`config.mk`:
```
export PLATFORM = sky130hd
export DESIGN_NAME = bus_arbiter_flat
export DESIGN_NICKNAME = d
export VERILOG_FILES = /design/src/rtl/cpu_bus_if.sv /design/src/rtl/bus_arbiter.sv /design/src/flat_wrapper.sv
export SDC_FILE = /design/constraint.sdc
export NUM_CORES = 1
export LEC_CHECK = 0
export BUFFER_PORTS_ARGS = -buffer_cell sky130_fd_sc_hd__buf_2
export CORE_AREA = 2 2 50 52
export CTS_CLUSTER_SIZE = 16
export DETAILED_ROUTE_END_ITERATION = 7
export DIE_AREA = 0 0 52 54
export PLACE_DENSITY = 0.79
export RECOVER_POWER = 100
export SETUP_SLACK_MARGIN = 0.15
export SLEW_MARGIN = 5
export SYNTH_ARGS = -nofsm -noshare
export SYNTH_HDL_FRONTEND = slang
export SYNTH_SLANG_ARGS = --single-unit
```
`constraint.sdc`:
```
create_clock -name clock -period 0.86 [get_ports clock]
set_input_delay 0.129 -clock clock [delete_from_list [all_inputs] [get_ports clock]]
set_output_delay 0.129 -clock clock [all_outputs]
set_load 0.02 [all_outputs]
```
`src/rtl/cpu_bus_if.sv`:
```
`timescale 1ns/1ps
`default_nettype none

// one access per cycle, no valid
// r_data answers the access of the previous cycle
interface cpu_bus_if;

    logic [15:0] addr;
    // high reads, low writes
    logic        r_en;
    logic [7:0]  w_data;
    logic [7:0]  r_data;

    modport master (
        output addr,
        output r_en,
        output w_data,
        input  r_data
    );

    modport slave (
        input  addr,
        input  r_en,
        input  w_data,
        output r_data
    );

endinterface : cpu_bus_if

`default_nettype wire

```
`src/rtl/bus_arbiter.sv`:
```
`timescale 1ns/1ps
`default_nettype none

module bus_arbiter (
    input  wire        clock,
    input  wire        reset_n,
    cpu_bus_if.slave   host,
    cpu_bus_if.slave   dma,
    cpu_bus_if.master  mem,
    input  wire        busy,
    output logic       cpu_ready
);

    // owner of the access that r_data answers this cycle
    logic grant_q;

    always_ff @(posedge clock or negedge reset_n) begin
        if (!reset_n) begin
            grant_q <= 1'b0;
        end else begin
            grant_q <= busy;
        end
    end

    // dma owns the bus for as long as busy is up
    always_comb begin
        if (busy) begin
            mem.addr   = dma.addr;
            mem.r_en   = dma.r_en;
            mem.w_data = dma.w_data;
        end else begin
            mem.addr   = host.addr;
            mem.r_en   = host.r_en;
            mem.w_data = host.w_data;
        end
    end

    assign host.r_data = mem.r_data;

    // engine only sees data that answers its own reads
    assign dma.r_data = grant_q ? mem.r_data : 8'h00;

    assign cpu_ready = ~busy;

    // first dma cycle is always the read of byte 0
    a_grant_opens_with_read : assert property (
        @(posedge clock) disable iff (!reset_n)
        busy && !grant_q |-> mem.r_en
    );

    // read and write alternate with no gap while the grant holds
    a_grant_alternates : assert property (
        @(posedge clock) disable iff (!reset_n)
        grant_q && busy |-> mem.r_en != $past(mem.r_en)
    );

endmodule : bus_arbiter

`default_nettype wire

```
`src/flat_wrapper.sv`:
```
// flat-port wrapper written by rule: the top's interface ports become plain ports
module bus_arbiter_flat 
  (clock, reset_n, busy, cpu_ready, host_addr, host_r_en, host_w_data, host_r_data, dma_addr, dma_r_en, dma_w_data, dma_r_data, mem_addr, mem_r_en, mem_w_data, mem_r_data);
  cpu_bus_if host_i ();
  cpu_bus_if dma_i ();
  cpu_bus_if mem_i ();
  input  wire clock;
  input  wire reset_n;
  input  wire busy;
  output logic cpu_ready;
  input wire logic [$bits(host_i.addr)-1:0] host_addr;
  input wire logic [$bits(host_i.r_en)-1:0] host_r_en;
  input wire logic [$bits(host_i.w_data)-1:0] host_w_data;
  output wire logic [$bits(host_i.r_data)-1:0] host_r_data;
  input wire logic [$bits(dma_i.addr)-1:0] dma_addr;
  input wire logic [$bits(dma_i.r_en)-1:0] dma_r_en;
  input wire logic [$bits(dma_i.w_data)-1:0] dma_w_data;
  output wire logic [$bits(dma_i.r_data)-1:0] dma_r_data;
  output wire logic [$bits(mem_i.addr)-1:0] mem_addr;
  output wire logic [$bits(mem_i.r_en)-1:0] mem_r_en;
  output wire logic [$bits(mem_i.w_data)-1:0] mem_w_data;
  input wire logic [$bits(mem_i.r_data)-1:0] mem_r_data;
  assign host_i.addr = host_addr;
  assign host_i.r_en = host_r_en;
  assign host_i.w_data = host_w_data;
  assign host_r_data = host_i.r_data;
  assign dma_i.addr = dma_addr;
  assign dma_i.r_en = dma_r_en;
  assign dma_i.w_data = dma_w_data;
  assign dma_r_data = dma_i.r_data;
  assign mem_addr = mem_i.addr;
  assign mem_r_en = mem_i.r_en;
  assign mem_w_data = mem_i.w_data;
  assign mem_i.r_data = mem_r_data;
  bus_arbiter u_core (.clock(clock), .reset_n(reset_n), .host(host_i), .dma(dma_i), .mem(mem_i), .busy(busy), .cpu_ready(cpu_ready));
endmodule
```
==> flow_summary.json <==
{
  "detail-route-antenna-nets": 0,
  "nFillCells": 208,
  "start_util_pct": 23.4,
  "dp_hpwl_um": 1560,
  "internal-power_mw": 0.576,
  "p_seq_share_pct": 5.9,
  "die-width_um": 52,
  "largestRegisters": "u_core.grant_q (1)",
  "fin_crit_sh_pct": 111,
  "pin_count": 103,
  "final_core_util_pct": 58.0,
  "fin_cells": 173,
  "hold_class": "primary input to async pin",
  "critPathLaunchType": "primary input",
  "die_h_um": 54,
  "grt_setup_unrepaired": "yes",
  "ys_seq_area_share_pct": 4.61,
  "peakVddDrop_mv": 0.486,
  "largest-register": "u_core.grant_q",
  "hold_violations": 0,
  "drt_first_pass_iters": 4,
  "dpl_worst_slack_ns": -0.206,
  "largest_reg_flops": 1,
  "syn_nets": 107,
  "cp.arrival_ns": 0.83,
  "total_power_mw": 0.942,
  "grtUsageMet2_pct": 32.1,
  "grt_pass1_wl_um": 3080,
  "timing.hold.ws_ns": 0.445,
  "gr-total-overflow": 0,
  "maxSlewViolCount": 0,
  "cap_violations": 0,
  "postSynthAreaPerCell_sq_um": 11.8,
  "period_needed_ns": 0.957,
  "outcome": "finished with violations",
  "syn_area_sq_um": 543,
  "fp.coreArea_sq_mm": 0.00232,
  "tightest_slew_ns": 0.266,
  "gp_congestion": 0.741,
  "num_antenna_cells": 0,
  "synth_seq_cells": 1,
  "drive_above_1_share_pct": 92.3,
  "dieArea_sq_mm": 0.00281,
  "netlist-cell-type-count": 8,
  "slew_headroom_pct": 82.3,
  "violations": "negative setup slack",
  "track_usage_pct": 14.2,
  "drt_wl_total_um": 2150,
  "pwr-share-comb_pct": 94.1,
  "wl_per_cell_um": 12.5,
  "p_leak_nw": 0.763,
  "crit_start": "busy",
  "vias": 735,
  "floorplan.rows": 18,
  "p_sw_mw": 0.366,
  "end_kind": "output port",
  "grt_start_max_net_pins": 9,
  "via_per_inst": 4.25,
  "setup_slack_ns": -0.0974,
  "critical_path_class": "primary input to output port",
  "io_buffer_count": 102,
  "finalSetupViolations": 25,
  "drt-initial-drc-count": 4,
  "drcViolationCount": 0,
  "grt_util_met1_pct": 14.1,
  "synthCells": 46,
  "area_delta_synth_final_pct": 148,
  "grt_antenna_before_repair": 0,
  "clk_pin_slew_ns": 0,
  "grt_pass1_vias": 727,
  "crit_required_ns": 0.73,
  "switching_share_pct": 38.9,
  "nNetsFinal": 206,
  "fin_tns_setup_ns": -2.23,
  "postPlaceCellArea_sq_mm": 0.00104,
  "max_freq_mhz": 1040,
  "power_density_mw_per_mm2": 700,
  "ys_warn_count": 0,
  "placedCellCount": 169,
  "critical_path.max_fanout": 8,
  "fin_area_sq_mm": 0.00135,
  "grt_use_met3_pct": 1.67,
  "clkPwrFrac_pct": 0,
  "grt.busiest_layer": "met2"
}
placed cells by master, fill, tap and decap left out:
cell type and n:
buf_12 3, buf_2 59, buf_4 1, inv_1 1, mux2_4 25, dfrtp_2 1
buf_16 2, and2_4 8, clkbuf_1 9, buf_6 33, dlygate4sd3_1 1
cell type report:
cell class,count,area (sq um),area share [%]
multi-input cells,33,445,33.1
repair buffers,108,833,61.9
flip-flops and latches,1,26.3,1.95
well taps,30,37.5,2.79
inverters,1,3.75,0.279
worst max-delay path by stage:
stage / end / slack (ns) / cells past startpoint
floorplan: mem_addr[0] / 0.02 / 3
global placement: mem_addr[14] / -0.19 / 4
detailed placement: mem_addr[13] / -0.21 / 4
CTS: mem_addr[2] / -0.10 / 4
global route: mem_w_data[2] / -0.11 / 4
finish: mem_w_data[2] / -0.1 / 4
power by group through the flow:
| stage | clock, mW | combinational [mW] | sequential (mW) |
|---|---|---|---|
| floorplan | 0 | 0.442 | 0.0540 |
| detailed placement | 0 | 0.668 | 0.0549 |
| CTS | 0 | 0.894 | 0.0554 |
| global placement | 0 | 0.659 | 0.0548 |
| finish | 0 | 0.887 | 0.0555 |
| global route | 0 | 0.931 | 0.0568 |
repair_timing:
item                       CTS  global route
cloned                       2             0
hold buffers                 1             0
buffers inserted             1             0
setup endpoints to repair   34            34
resized for setup           79             1
hold endpoints to repair     1             0
routing by layer:
| metal | share of wire (%) | wire length (um) |
|---|---|---|
| met2 | 55 | 1180 |
| met1 | 33 | 719 |
| met4 | 0 | 0 |
| met3 | 12 | 252 |
| met5 | 0 | 0 |
critical path, stage by stage:
cell	delay (ns)
buf_12	0.12
buf_16	0.14
mux2_4	0.30
buf_6	0.13
cell usage after synthesis:
cell      n  share of area (%)
and2_1    8                9.2
buf_12    2                7.4
buf_4     8                 11
buf_6     1                2.1
dfrtp_1   1                4.6
inv_1     1               0.69
mux2_2    6                 12
mux2_4   19                 53
cell families (layout without fill, tap and decap cells):
family        after synthesis  count (layout)  synth area share (%)
buf+inv                    12             109                  21.2
flops                       1               1                  4.61
simple gates                8               8                  9.22
mux                        25              25                  65.0
(Power assumes the default switching activity.)
