## src/rtl/io_pkg.sv

```systemverilog
`default_nettype none

package io_pkg;

    // PPU registers, picked by address bits 2:0
    typedef enum logic [2:0] {
        PPUCTRL   = 3'd0,
        PPUMASK   = 3'd1,
        PPUSTATUS = 3'd2,
        OAMADDR   = 3'd3,
        OAMDATA   = 3'd4,
        PPUSCROLL = 3'd5,
        PPUADDR   = 3'd6,
        PPUDATA   = 3'd7
    } ppu_reg_t;

    // controller port states
    typedef enum logic [1:0] {
        JOY_IDLE,
        JOY_STROBE,
        JOY_SHIFT
    } joy_state_t;

    // buttons vector index order: A, B, Select, Start, Up, Down, Left, Right
    localparam int BUTTON_COUNT = 8;

endpackage : io_pkg

`default_nettype wire

```

## src/rtl/joypad_port.sv

```systemverilog
`timescale 1ns/1ps
`default_nettype none

module joypad_port (
    input  wire                            clock,
    input  wire                            reset_n,
    input  wire [io_pkg::BUTTON_COUNT-1:0] buttons,
    input  wire                            joy_write,
    input  wire                            joy_strobe_bit,
    input  wire                            joy_read,
    output logic                           joy_bit
);

    import io_pkg::*;

    joy_state_t              state;
    logic [BUTTON_COUNT-1:0] shift_q;
    logic [3:0]              read_cnt;

    always_ff @(posedge clock or negedge reset_n) begin
        if (!reset_n) begin
            state    <= JOY_IDLE;
            shift_q  <= '0;
            read_cnt <= 4'd0;
        end else begin
            case (state)
                JOY_IDLE: begin
                    if (joy_write && joy_strobe_bit) begin
                        state <= JOY_STROBE;
                    end
                end
                JOY_STROBE: begin
                    // falling strobe captures the buttons
                    if (joy_write && !joy_strobe_bit) begin
                        shift_q  <= buttons;
                        read_cnt <= 4'd0;
                        state    <= JOY_SHIFT;
                    end
                end
                JOY_SHIFT: begin
                    if (joy_write && joy_strobe_bit) begin
                        state <= JOY_STROBE;
                    end else if (joy_read) begin
                        // ones fill in behind, so read nine sees 1
                        shift_q  <= {1'b1, shift_q[BUTTON_COUNT-1:1]};
                        read_cnt <= read_cnt + 4'd1;
                        if (read_cnt == 4'(BUTTON_COUNT)) begin
                            state <= JOY_IDLE;
                        end
                    end
                end
                default: begin
                    state <= JOY_IDLE;
                end
            endcase
        end
    end

    assign joy_bit = (state == JOY_SHIFT) ? shift_q[0] : 1'b0;

    a_state_legal : assert property (
        @(posedge clock) disable iff (!reset_n)
        state inside {JOY_IDLE, JOY_STROBE, JOY_SHIFT}
    );

endmodule : joypad_port

`default_nettype wire

```

## config.mk

```make
export PLATFORM = sky130hd
export DESIGN_NAME = joypad_port
export DESIGN_NICKNAME = d
export VERILOG_FILES = /design/src/rtl/io_pkg.sv /design/src/rtl/joypad_port.sv
export SDC_FILE = /design/constraint.sdc
export NUM_CORES = 1
export LEC_CHECK = 0
export ABC_CLOCK_PERIOD_IN_PS = 2100
export BUFFER_PORTS_ARGS = -buffer_cell sky130_fd_sc_hd__buf_4
export CORE_MARGIN = 5
export CORE_UTILIZATION = 56
export CTS_BUF_LIST = sky130_fd_sc_hd__clkbuf_8
export DETAILED_ROUTE_END_ITERATION = 16
export PLACE_DENSITY = 0.9
export SLEW_MARGIN = 20
export SYNTH_ARGS = -nofsm -noshare
export SYNTH_HDL_FRONTEND = slang
export SYNTH_SLANG_ARGS = --single-unit
```

## constraint.sdc

```tcl
create_clock -name clock -period 2.1 [get_ports clock]
set_clock_uncertainty 0.15 [all_clocks]
set_input_delay 0.42 -clock clock [delete_from_list [all_inputs] [get_ports clock]]
set_output_delay 0.42 -clock clock [all_outputs]
set_load 0.01 [all_outputs]
```

==> out/summary.md <==
The routed layout has 502 vias. The run gives 0.171 as the overall fraction of global-route tracks in use. The region available for standard cell placement spans 1300 sq um.

Summed over all failing endpoints, the final setup total negative slack is 0 ns. Prior to clock tree synthesis, the placed netlist has a worst setup slack of 0.133 ns. The run gives 0 as the yosys synthesis warning count. 14 I/O pins were placed. The total overflow left after global routing is 0. Sequential element share of the synthesized area: 0.458.

The tools report the number of cells in the finished layout apart from fillers as 92. Row generation in the floorplan step produced 13 rows. For the pin with the worst max-slew slack, the measured transition is 0.727 ns. Number of global-route vias before repair: 603.

The run gives 0.536 GHz as the highest achievable clock rate. Number of buffers on the longest clock path: 2. Before antenna repair, the detailed router went through 4 iterations.

Entering global routing, the biggest net connects 15 pins. After detailed routing, the average wire length per cell comes to 15.8 microns. The first global-routing pass estimated 2620 microns of wire. Once placement finished, the instance area stood at 866 sq um. The largest fanout on the critical path was 10; the residual antenna-violating net count after detailed routing was 0. Summing all multi-input logic gate instances after layout gives 377 sq um. For the count of final setup violators, the log shows 0. The post-route fraction of the period consumed by the critical path was 0.889. Summing all flip-flop and latch instances after layout gives 350 sq um. Clock-pin slew was measured on the worst setup and hold paths at 0.06 ns. The run finished with clean final reports.

The mean cell area of the mapped netlist was 12.7 sq um; the worst setup slack after layout was 0.234 ns. After detailed routing, the number of vias per cell comes to 5.46. The internal portion of the total power is 665 uW.

The net switching fraction of the power is 0.254, and the count of buffers inserted at the top-level ports is 13. The number of nets in the finished design was 93. After detailed routing, the total wire length is 1450 microns.

Summed over all nets, the switching power comes to 227 uW. The run gives 2200 sq um as the full die area. The number of clock buffers added by TritonCTS is 3. From left edge to right edge, the die measures 46.9 microns. The layout cell share with drive strength beyond 1 is 0.442. The worst setup path is captured at a flop.

For the number of slew-limit violations in the final report, the log shows 0. TritonCTS built the clock tree. Summed over all cells, the static leakage comes to 0.486 nW. Once the clock tree was built, the setup fixing pass inserted 0 buffers. Setup repair after global routing left no endpoint under its margin. Routability-driven placement finished with a final weighted congestion of 0.834. The smallest clock period supported by the final layout is computed as 1.87 ns. In this run the cell area of the synthesized design comes to 764 sq um.

Synthesis produced a netlist with a net count of 75. The sequential fraction of design power is 0.459. For the combinational share of power, the log shows 0.245. For the worst setup path, the data required time is 2.08 ns. The placed wire-length estimate was 1090 microns. Clock tree synthesis found a total of 14 sinks. The number of antenna diodes in the final layout is 0.

The share of total power in the clock network was 0.296. After synthesis, the netlist uses 19 different library cells. Power spread over the standard cell area amounts to 957 nW/um^2. The hold violation count in the final report was 0; the filler cell count was 107. In this run, synthesis produced a sequential element count of 14.

The tools report the post-synthesis instance total as 60. The initial antenna violation count was 0. The violation count after the first detailed-route iteration came out at 14. The cell area after layout was 931 sq um. The kind of start point of the critical path was a flop.

The tree is rooted in a clkbuf_8. The normalized max-slew margin was 0.512. VDD sags by at most 0.582 mV. After layout, the design draws a total of 891 uW. The tools report the hold buffer count at CTS as 1.

The number of placed instances, taps included was 87. Data on the critical path arrives at its endpoint at 1.84 ns. For the number of remaining DRC errors, the log shows 0. After clock tree synthesis, the repair step resized 0 gates. The class of the tightest hold or removal check was in2reg. The tools report the CTS H-tree depth as 1. The critical path is of the reg2reg type. The later pin in the worst-skew pair is clocked with a latency of 0.24 ns.

Measured along the y axis, the die boundary spans 46.9 microns. Across the run, the number of max-cap violations was 0. The effective utilization at floorplan came out at 0.587. The signed area change from the synthesized netlist to the final layout is 21.8%.
-- power groups by stage --
stage | clock network [mW] | registers [mW] | logic, mW
floorplan | 0 | 0.387 | 0.175
global placement | 0 | 0.404 | 0.205
detailed placement | 0 | 0.407 | 0.219
CTS | 0.269 | 0.408 | 0.222
global route | 0.282 | 0.419 | 0.237
finish | 0.264 | 0.409 | 0.219
-- cell usage in the layout (no fill, tap or decap), types with 2 or more instances in the layout --
| cell | n |
|---|---|
| clkbuf_8 | 4 |
| mux2_4 | 7 |
| buf_4 | 14 |
| mux2i_1 | 5 |
| mux2_2 | 7 |
| nand2_1 | 6 |
| inv_1 | 4 |
| nand3_1 | 3 |
| ha_1 | 2 |
| dfrtp_1 | 14 |
-- per-layer routing --
| metal | wire length, microns | part of all wire | GRT usage | vias up |
|---|---|---|---|---|
| met5 | 0 | 0 | 0 | - |
| li1 | - | - | - | 243 |
| met3 | 92 | 0.063 | 0.0460 | 2 |
| met2 | 750 | 0.52 | 0.309 | 15 |
| met4 | 7 | 0.0048 | 0.0829 | 0 |
| met1 | 600 | 0.41 | 0.183 | 242 |
-- stage by stage --
step | utilization | hold WS, ns
after floorplan | - | -0.0256
after global placement | 0.665 | 0.124
after detailed placement | 0.665 | 0.128
after CTS | 0.715 | 0.241
after global routing | 0.715 | 0.258
final | 0.715 | 0.245
-- critical path: stages (launching register included) --
cell and delay, ns:
dfrtp_1 0.43, and3b_1 0.23, a21boi_2 0.58, mux2_4 0.36
-- state kept, by name, indices dropped and copies added, names as in the netlist --
signal	cells
state	2
shift_q	8
read_cnt	4
-- cells by family after synthesis --
group,after synthesis,share of synthesized area
adder cells (fa/ha/maj),2,0.0327
buffers and inverters,6,0.0491
multiplexers,19,0.306
AND/OR/NAND/NOR,16,0.123
AO/OA/AOI/OAI,3,0.0311
flip-flops,14,0.458
-- cell usage after synthesis --
library cell	n	area (sq um)
a21oi_1	1	5.00
o21a_1	1	7.51
nand2_1	6	22.5
nand4b_1	1	8.76
dfrtp_1	14	350
mux2_4	7	105
nor2b_1	1	6.26
and3_1	1	6.26
inv_1	4	15.0
mux2_2	7	78.8
nand4bb_2	1	16.3
ha_1	2	25.0
and3b_1	1	8.76
a21boi_2	1	11.3
buf_6	2	22.5
nor2_1	1	3.75
and2_1	1	6.26
mux2i_1	5	50.1
nand3_1	3	15.0
-- final timing paths --
| check | from | endpoint | slack (ns) | depth (start not counted) |
|---|---|---|---|---|
| setup / recovery | state[0] | shift_q[1] | 0.23 | 3 |
| hold / removal | joy_strobe_bit | state[0] | 0.25 | 2 |
| setup reg to reg | state[0] | shift_q[1] | 0.23 | 3 |
| hold reg to reg | read_cnt[2] | read_cnt[2] | 0.33 | 1 |
| max in group asynchronous | reset_n | read_cnt[2] | 1.23 | 2 |
| min in group asynchronous | reset_n | state[1] | 0.41 | 2 |
-- layout make-up --
cell class,instances,share of cell area
timing repair buffer,15,0.124
inverter,4,0.0161
tap,15,0.0202
multi-input combinational,40,0.405
clock buffer,4,0.0591
sequential,14,0.376
(Power assumes the default switching activity.)
