[src/rtl/cpu_map_pkg.sv]
`default_nettype none

package cpu_map_pkg;

    // what an access hits, decided from the full 16-bit address
    typedef enum logic [2:0] {
        REGION_RAM,
        REGION_PPU,
        REGION_OAMDMA,
        REGION_JOYPAD,
        REGION_OPEN
    } bus_region_t;

    // 2 KB of work RAM, mirrored four times below PPU_BASE
    localparam int RAM_WORDS = 2048;

    // region boundaries
    localparam logic [15:0] PPU_BASE = 16'h2000;
    localparam logic [15:0] IO_BASE  = 16'h4000;

    // single-address registers in the io page
    localparam logic [15:0] OAMDMA_ADDR = 16'h4014;
    localparam logic [15:0] JOYPAD_ADDR = 16'h4016;

    // dma destination, PPU register 4
    localparam logic [15:0] OAMDATA_ADDR = 16'h2004;

endpackage : cpu_map_pkg

`default_nettype wire

[src/rtl/cpu_bus_if.sv]
`timescale 1ns/1ps
`default_nettype none

// one access per cycle, no valid
// r_data answers the access of the previous cycle
interface cpu_bus_if;

    logic [15:0] addr;
    // high reads, low writes
    logic        r_en;
    logic [7:0]  w_data;
    logic [7:0]  r_data;

    modport master (
        output addr,
        output r_en,
        output w_data,
        input  r_data
    );

    modport slave (
        input  addr,
        input  r_en,
        input  w_data,
        output r_data
    );

endinterface : cpu_bus_if

`default_nettype wire

[src/rtl/oam_dma.sv]
`timescale 1ns/1ps
`default_nettype none

module oam_dma #(
    parameter int DMA_BYTES = 256
) (
    input  wire        clock,
    input  wire        reset_n,
    input  wire        dma_start,
    input  wire  [7:0] dma_page,
    output logic       busy,
    cpu_bus_if.master  bus
);

    import cpu_map_pkg::*;

    localparam logic [7:0] LAST_IDX = 8'(DMA_BYTES - 1);

    logic [7:0] page_q;
    logic [7:0] idx_q;
    // low reads the source byte, high writes it to OAMDATA
    logic       write_phase;

    always_ff @(posedge clock or negedge reset_n) begin
        if (!reset_n) begin
            busy        <= 1'b0;
            write_phase <= 1'b0;
            idx_q       <= 8'h00;
        end else if (dma_start) begin
            busy        <= 1'b1;
            write_phase <= 1'b0;
            idx_q       <= 8'h00;
        end else if (busy) begin
            write_phase <= ~write_phase;
            if (write_phase) begin
                idx_q <= idx_q + 8'h01;
                // last write done, hand the bus back
                if (idx_q == LAST_IDX) begin
                    busy <= 1'b0;
                end
            end
        end
    end

    always_ff @(posedge clock) begin
        if (dma_start) begin
            page_q <= dma_page;
        end
    end

    assign bus.addr   = write_phase ? OAMDATA_ADDR : {page_q, idx_q};
    assign bus.r_en   = ~write_phase;
    // byte read in the cycle before
    assign bus.w_data = bus.r_data;

    // host is stalled during a copy, so no new trigger can reach the decoder
    a_no_start_while_busy : assert property (
        @(posedge clock) disable iff (!reset_n)
        dma_start |-> !busy
    );

endmodule : oam_dma

`default_nettype wire

[src/flat_wrapper.sv]
// flat-port wrapper written by rule: the top's interface ports become plain ports
module oam_dma_flat import cpu_map_pkg::*;
#(
    parameter int DMA_BYTES = 256
)
  (clock, reset_n, dma_start, dma_page, busy, bus_addr, bus_r_en, bus_w_data, bus_r_data);
  cpu_bus_if bus_i ();
  input  wire clock;
  input  wire reset_n;
  input  wire dma_start;
  input  wire  [7:0] dma_page;
  output logic busy;
  output wire logic [$bits(bus_i.addr)-1:0] bus_addr;
  output wire logic [$bits(bus_i.r_en)-1:0] bus_r_en;
  output wire logic [$bits(bus_i.w_data)-1:0] bus_w_data;
  input wire logic [$bits(bus_i.r_data)-1:0] bus_r_data;
  assign bus_addr = bus_i.addr;
  assign bus_r_en = bus_i.r_en;
  assign bus_w_data = bus_i.w_data;
  assign bus_i.r_data = bus_r_data;
  oam_dma #(.DMA_BYTES(DMA_BYTES)) u_core (.clock(clock), .reset_n(reset_n), .dma_start(dma_start), .dma_page(dma_page), .busy(busy), .bus(bus_i));
endmodule
[config.mk]
export PLATFORM = sky130hd
export DESIGN_NAME = oam_dma_flat
export DESIGN_NICKNAME = d
export VERILOG_FILES = /design/src/rtl/cpu_map_pkg.sv /design/src/rtl/cpu_bus_if.sv /design/src/rtl/oam_dma.sv /design/src/flat_wrapper.sv
export SDC_FILE = /design/constraint.sdc
export NUM_CORES = 1
export LEC_CHECK = 0
export BUFFER_PORTS_ARGS = -buffer_cell sky130_fd_sc_hd__buf_4
export CORE_ASPECT_RATIO = 1.2
export CORE_MARGIN = 1
export CORE_UTILIZATION = 44
export CTS_BUF_LIST = sky130_fd_sc_hd__clkbuf_16
export DETAILED_ROUTE_END_ITERATION = 6
export MAX_ROUTING_LAYER = met4
export PLACE_DENSITY = 0.78
export SYNTH_ARGS = -nofsm -noshare
export SYNTH_HDL_FRONTEND = slang
export SYNTH_SLANG_ARGS = --single-unit
[constraint.sdc]
create_clock -name clock -period 2.3 [get_ports clock]
set_clock_uncertainty 0.15 [all_clocks]
set_input_delay 0.115 -clock clock [delete_from_list [all_inputs] [get_ports clock]]
set_output_delay 0.115 -clock clock [all_outputs]
set_load 0.02 [all_outputs]
==> impl_metrics.env <==
export IMPL_comb_power_share_pct=14.0
export IMPL_place_hpwl_um=1161
export IMPL_via_per_inst=5.233
export IMPL_die_h_um=51.22
export IMPL_post_cts_buffers=0
export IMPL_clock_sinks=18
export IMPL_internal_power_mw=0.6408
export IMPL_vdd_ir_drop_worst_mv=0.5230
export IMPL_post_cts_resize_count=0
export IMPL_die_area_mm2=0.002203
export IMPL_drtPass1Iterations=4
export IMPL_port_buffers=28
export IMPL_syn_nets=104
export IMPL_dieWidth_um=43.02
export IMPL_fmax_mhz=621.7
export IMPL_postSynthCellCount=84
export IMPL_slew_headroom_pct=81.81
export IMPL_diodes=0
export IMPL_wl_um=1834
export IMPL_grt_start_max_net_pins=23
export IMPL_ff2ff_setup_slack_ps=790
export IMPL_grt_pass1_wl_um=3015
export IMPL_power_density_mw_per_mm2=670.4
export IMPL_setup_ws_ps=691.6
export IMPL_cts_tree="done"
export IMPL_insertion_delay_ps=250
export IMPL_period_minus_slack_ps=1608
export IMPL_final_max_slew_viol_count=0
export IMPL_io_pins=45
export IMPL_power_mw=0.8187
export IMPL_vias=696
export IMPL_leakage_nw=0.5273
export IMPL_drive_above_1_share_pct=31.58
export IMPL_synth_seq_area_share_pct=55.21
export IMPL_status="completed"
export IMPL_crit_path_end_kind="output pin"
export IMPL_crit_fanout=22
export IMPL_ant_nets=0
export IMPL_cp_required_ps=2040
export IMPL_swShare_pct=21.73
export IMPL_wl_per_cell_um=13.79
export IMPL_yosysWarnings=0
export IMPL_fin_nets=135
export IMPL_track_usage_pct=19.42
export IMPL_core_mm2=0.001872
export IMPL_tightest_slew_ps=270.6
export IMPL_yosys_area_top_type_share_pct=28.17
export IMPL_start_util_pct=47.46
export IMPL_min_period_over_period_pct=69.93
export IMPL_syn_area_per_cell_um2=10.58
export IMPL_criticalPathCategory="register to output pin"
export IMPL_yosysUniqueCellTypes=25
export IMPL_netlist_area_um2=888.4
export IMPL_power_frac_seq_pct=44.0
export IMPL_ys_top_cells_by_area="dfrtp_1 28%, edfxtp_1 27%, nor2b_1 9.2%, buf_4 6.8%, a21oi_1 3.4%"
export IMPL_arrival_ps=1340
export IMPL_hold_class="input port to register"
export IMPL_switchingPower_mw=0.1779
export IMPL_antenna_found_initial=0
export IMPL_rows=17
export IMPL_fin_util_pct=65.24
export IMPL_gp_congestion=0.7918
export IMPL_cts_reportedPaths_clkPinSlew_ps=50
export IMPL_clockRootBuffer="clkbuf_16"
export IMPL_place_ws_ps=813.7
export IMPL_overflow=0
export IMPL_cts_buffers=3
export IMPL_yosysTopAreaCell="dfrtp_1"
export IMPL_finalSetupTns_ps=0
export IMPL_timing_hold_ws_ps=46.85
export IMPL_htreeDepth=1
export IMPL_cts_path_max_buffers=2
export IMPL_pwr_share_clk_pct=41.9
export IMPL_start_kind="register"
export IMPL_drt_initial_drc_count=26
export IMPL_drc_errors=0
export IMPL_syn2layout_area_growth_pct=37.46
export IMPL_cap_violations=0
export IMPL_grt_pass1_vias=672
export IMPL_ys_ff_latch=18
export IMPL_hold_violations=0
export IMPL_rsz0062_at_grt="false"
export IMPL_setup_violations=0
-- flip-flops by register name, summed over array words and instances (netlist names) --
signal / flops
u_core.write_phase: 1
u_core.idx_q: 8
u_core.page_q: 8
u_core.busy: 1
-- kinds of logic after synthesis --
kind of cell / after synthesis / synth area share (%)
and+or+nand+nor: 35 / 22.53
DFF: 18 / 55.21
buffers and inverters: 14 / 9.576
AOI/OAI and AO/OA: 13 / 8.310
xor gates and xnor gates: 3 / 2.958
adders and majority gates: 1 / 1.408
-- path summary, 6_finish.rpt --
path / startpoint / to / depth (start not counted)
worst max-delay path: u_core.write_phase$_DFFE_PN0P_ / bus_addr[13] / 3
worst min-delay path: dma_start / u_core.idx_q[5]$_DFFE_PN0P_ / 2
worst max register to register: u_core.write_phase$_DFFE_PN0P_ / u_core.idx_q[6]$_DFFE_PN0P_ / 4
worst min register to register: u_core.idx_q[1]$_DFFE_PN0P_ / u_core.idx_q[1]$_DFFE_PN0P_ / 2
max in group asynchronous: reset_n / u_core.busy$_DFF_PN0_ / 2
min in group asynchronous: reset_n / u_core.idx_q[1]$_DFFE_PN0P_ / 2
-- layout by cell type (no fill, tap or decap), drive strengths merged --
cell type    instances
clkinv               1
xor2                 2
or4                  2
nand3                4
buf                 29
dfrtp               10
o31ai                2
edfxtp               8
or2                  2
o21ai                4
nor2b               13
nand2                3
xnor2                1
or3                  3
nand4                3
a21oi                7
dlygate4sd3          9
ha                   1
clkbuf               3
nor2                 4
nand2b               1
inv                  2
-- cell type report --
type,instances,area (um2)
Tap cell,19,23.77
Sequential cell,18,490.5
Multi-Input combinational cell,52,312.8
Inverter,2,7.507
Fill cell,146,650.6
Clock inverter,1,3.754
Timing Repair Buffer,38,307.8
Clock buffer,3,75.07
-- power groups by stage --
stage          clock network (mW)  registers [mW]  logic [mW]
2_1_floorplan                   0           0.365      0.0726
3_3_place_gp                    0           0.365       0.101
3_5_place_dp                    0           0.366       0.102
4_1_cts                     0.348           0.361       0.115
5_1_grt                     0.365           0.362       0.124
6_report                    0.343           0.361       0.115
-- cell usage after synthesis --
master	count
or4_1	2
nand4_1	3
edfxtp_1	8
nand2_1	3
or2_2	2
buf_1	1
o21ai_0	4
or3_2	1
clkbuf_1	1
buf_4	8
a21oi_2	1
nor2b_1	13
nand2b_1	1
a21oi_1	6
ha_1	1
nor2_1	4
or3_1	2
clkbuf_2	1
inv_1	2
xnor2_1	1
xor2_1	2
dfrtp_1	10
o31ai_1	2
buf_2	1
nand3_1	4
-- layer usage --
| layer | routed length [um] | vias up | track usage, % |
|---|---|---|---|
| met5 | 0 | - | - |
| met2 | 975 | 25 | 33.59 |
| met4 | 40 | 0 | 11.11 |
| met3 | 109 | 5 | 3.180 |
| met1 | 708 | 325 | 20.88 |
| li1 | - | 341 | - |
-- timing repair --
action,4_1_cts,5_1_grt
hold buffers,9,0
endpoints found under the setup margin,0,0
endpoints found under the hold margin,18,0
-- worst max-delay path, cell delays in order (launching register included) --
cell and delay (ps):
dfrtp_1 400, buf_4 210, or2_2 310, buf_4 160
-- metrics by stage --
stage               instance area, um2  std cells
finish                            1221        133
global route                      1221        133
CTS                               1221        133
detailed placement                1052        120
global placement                  1052        120
floorplan                        888.4         84
Power figures use the tool's default switching activity.
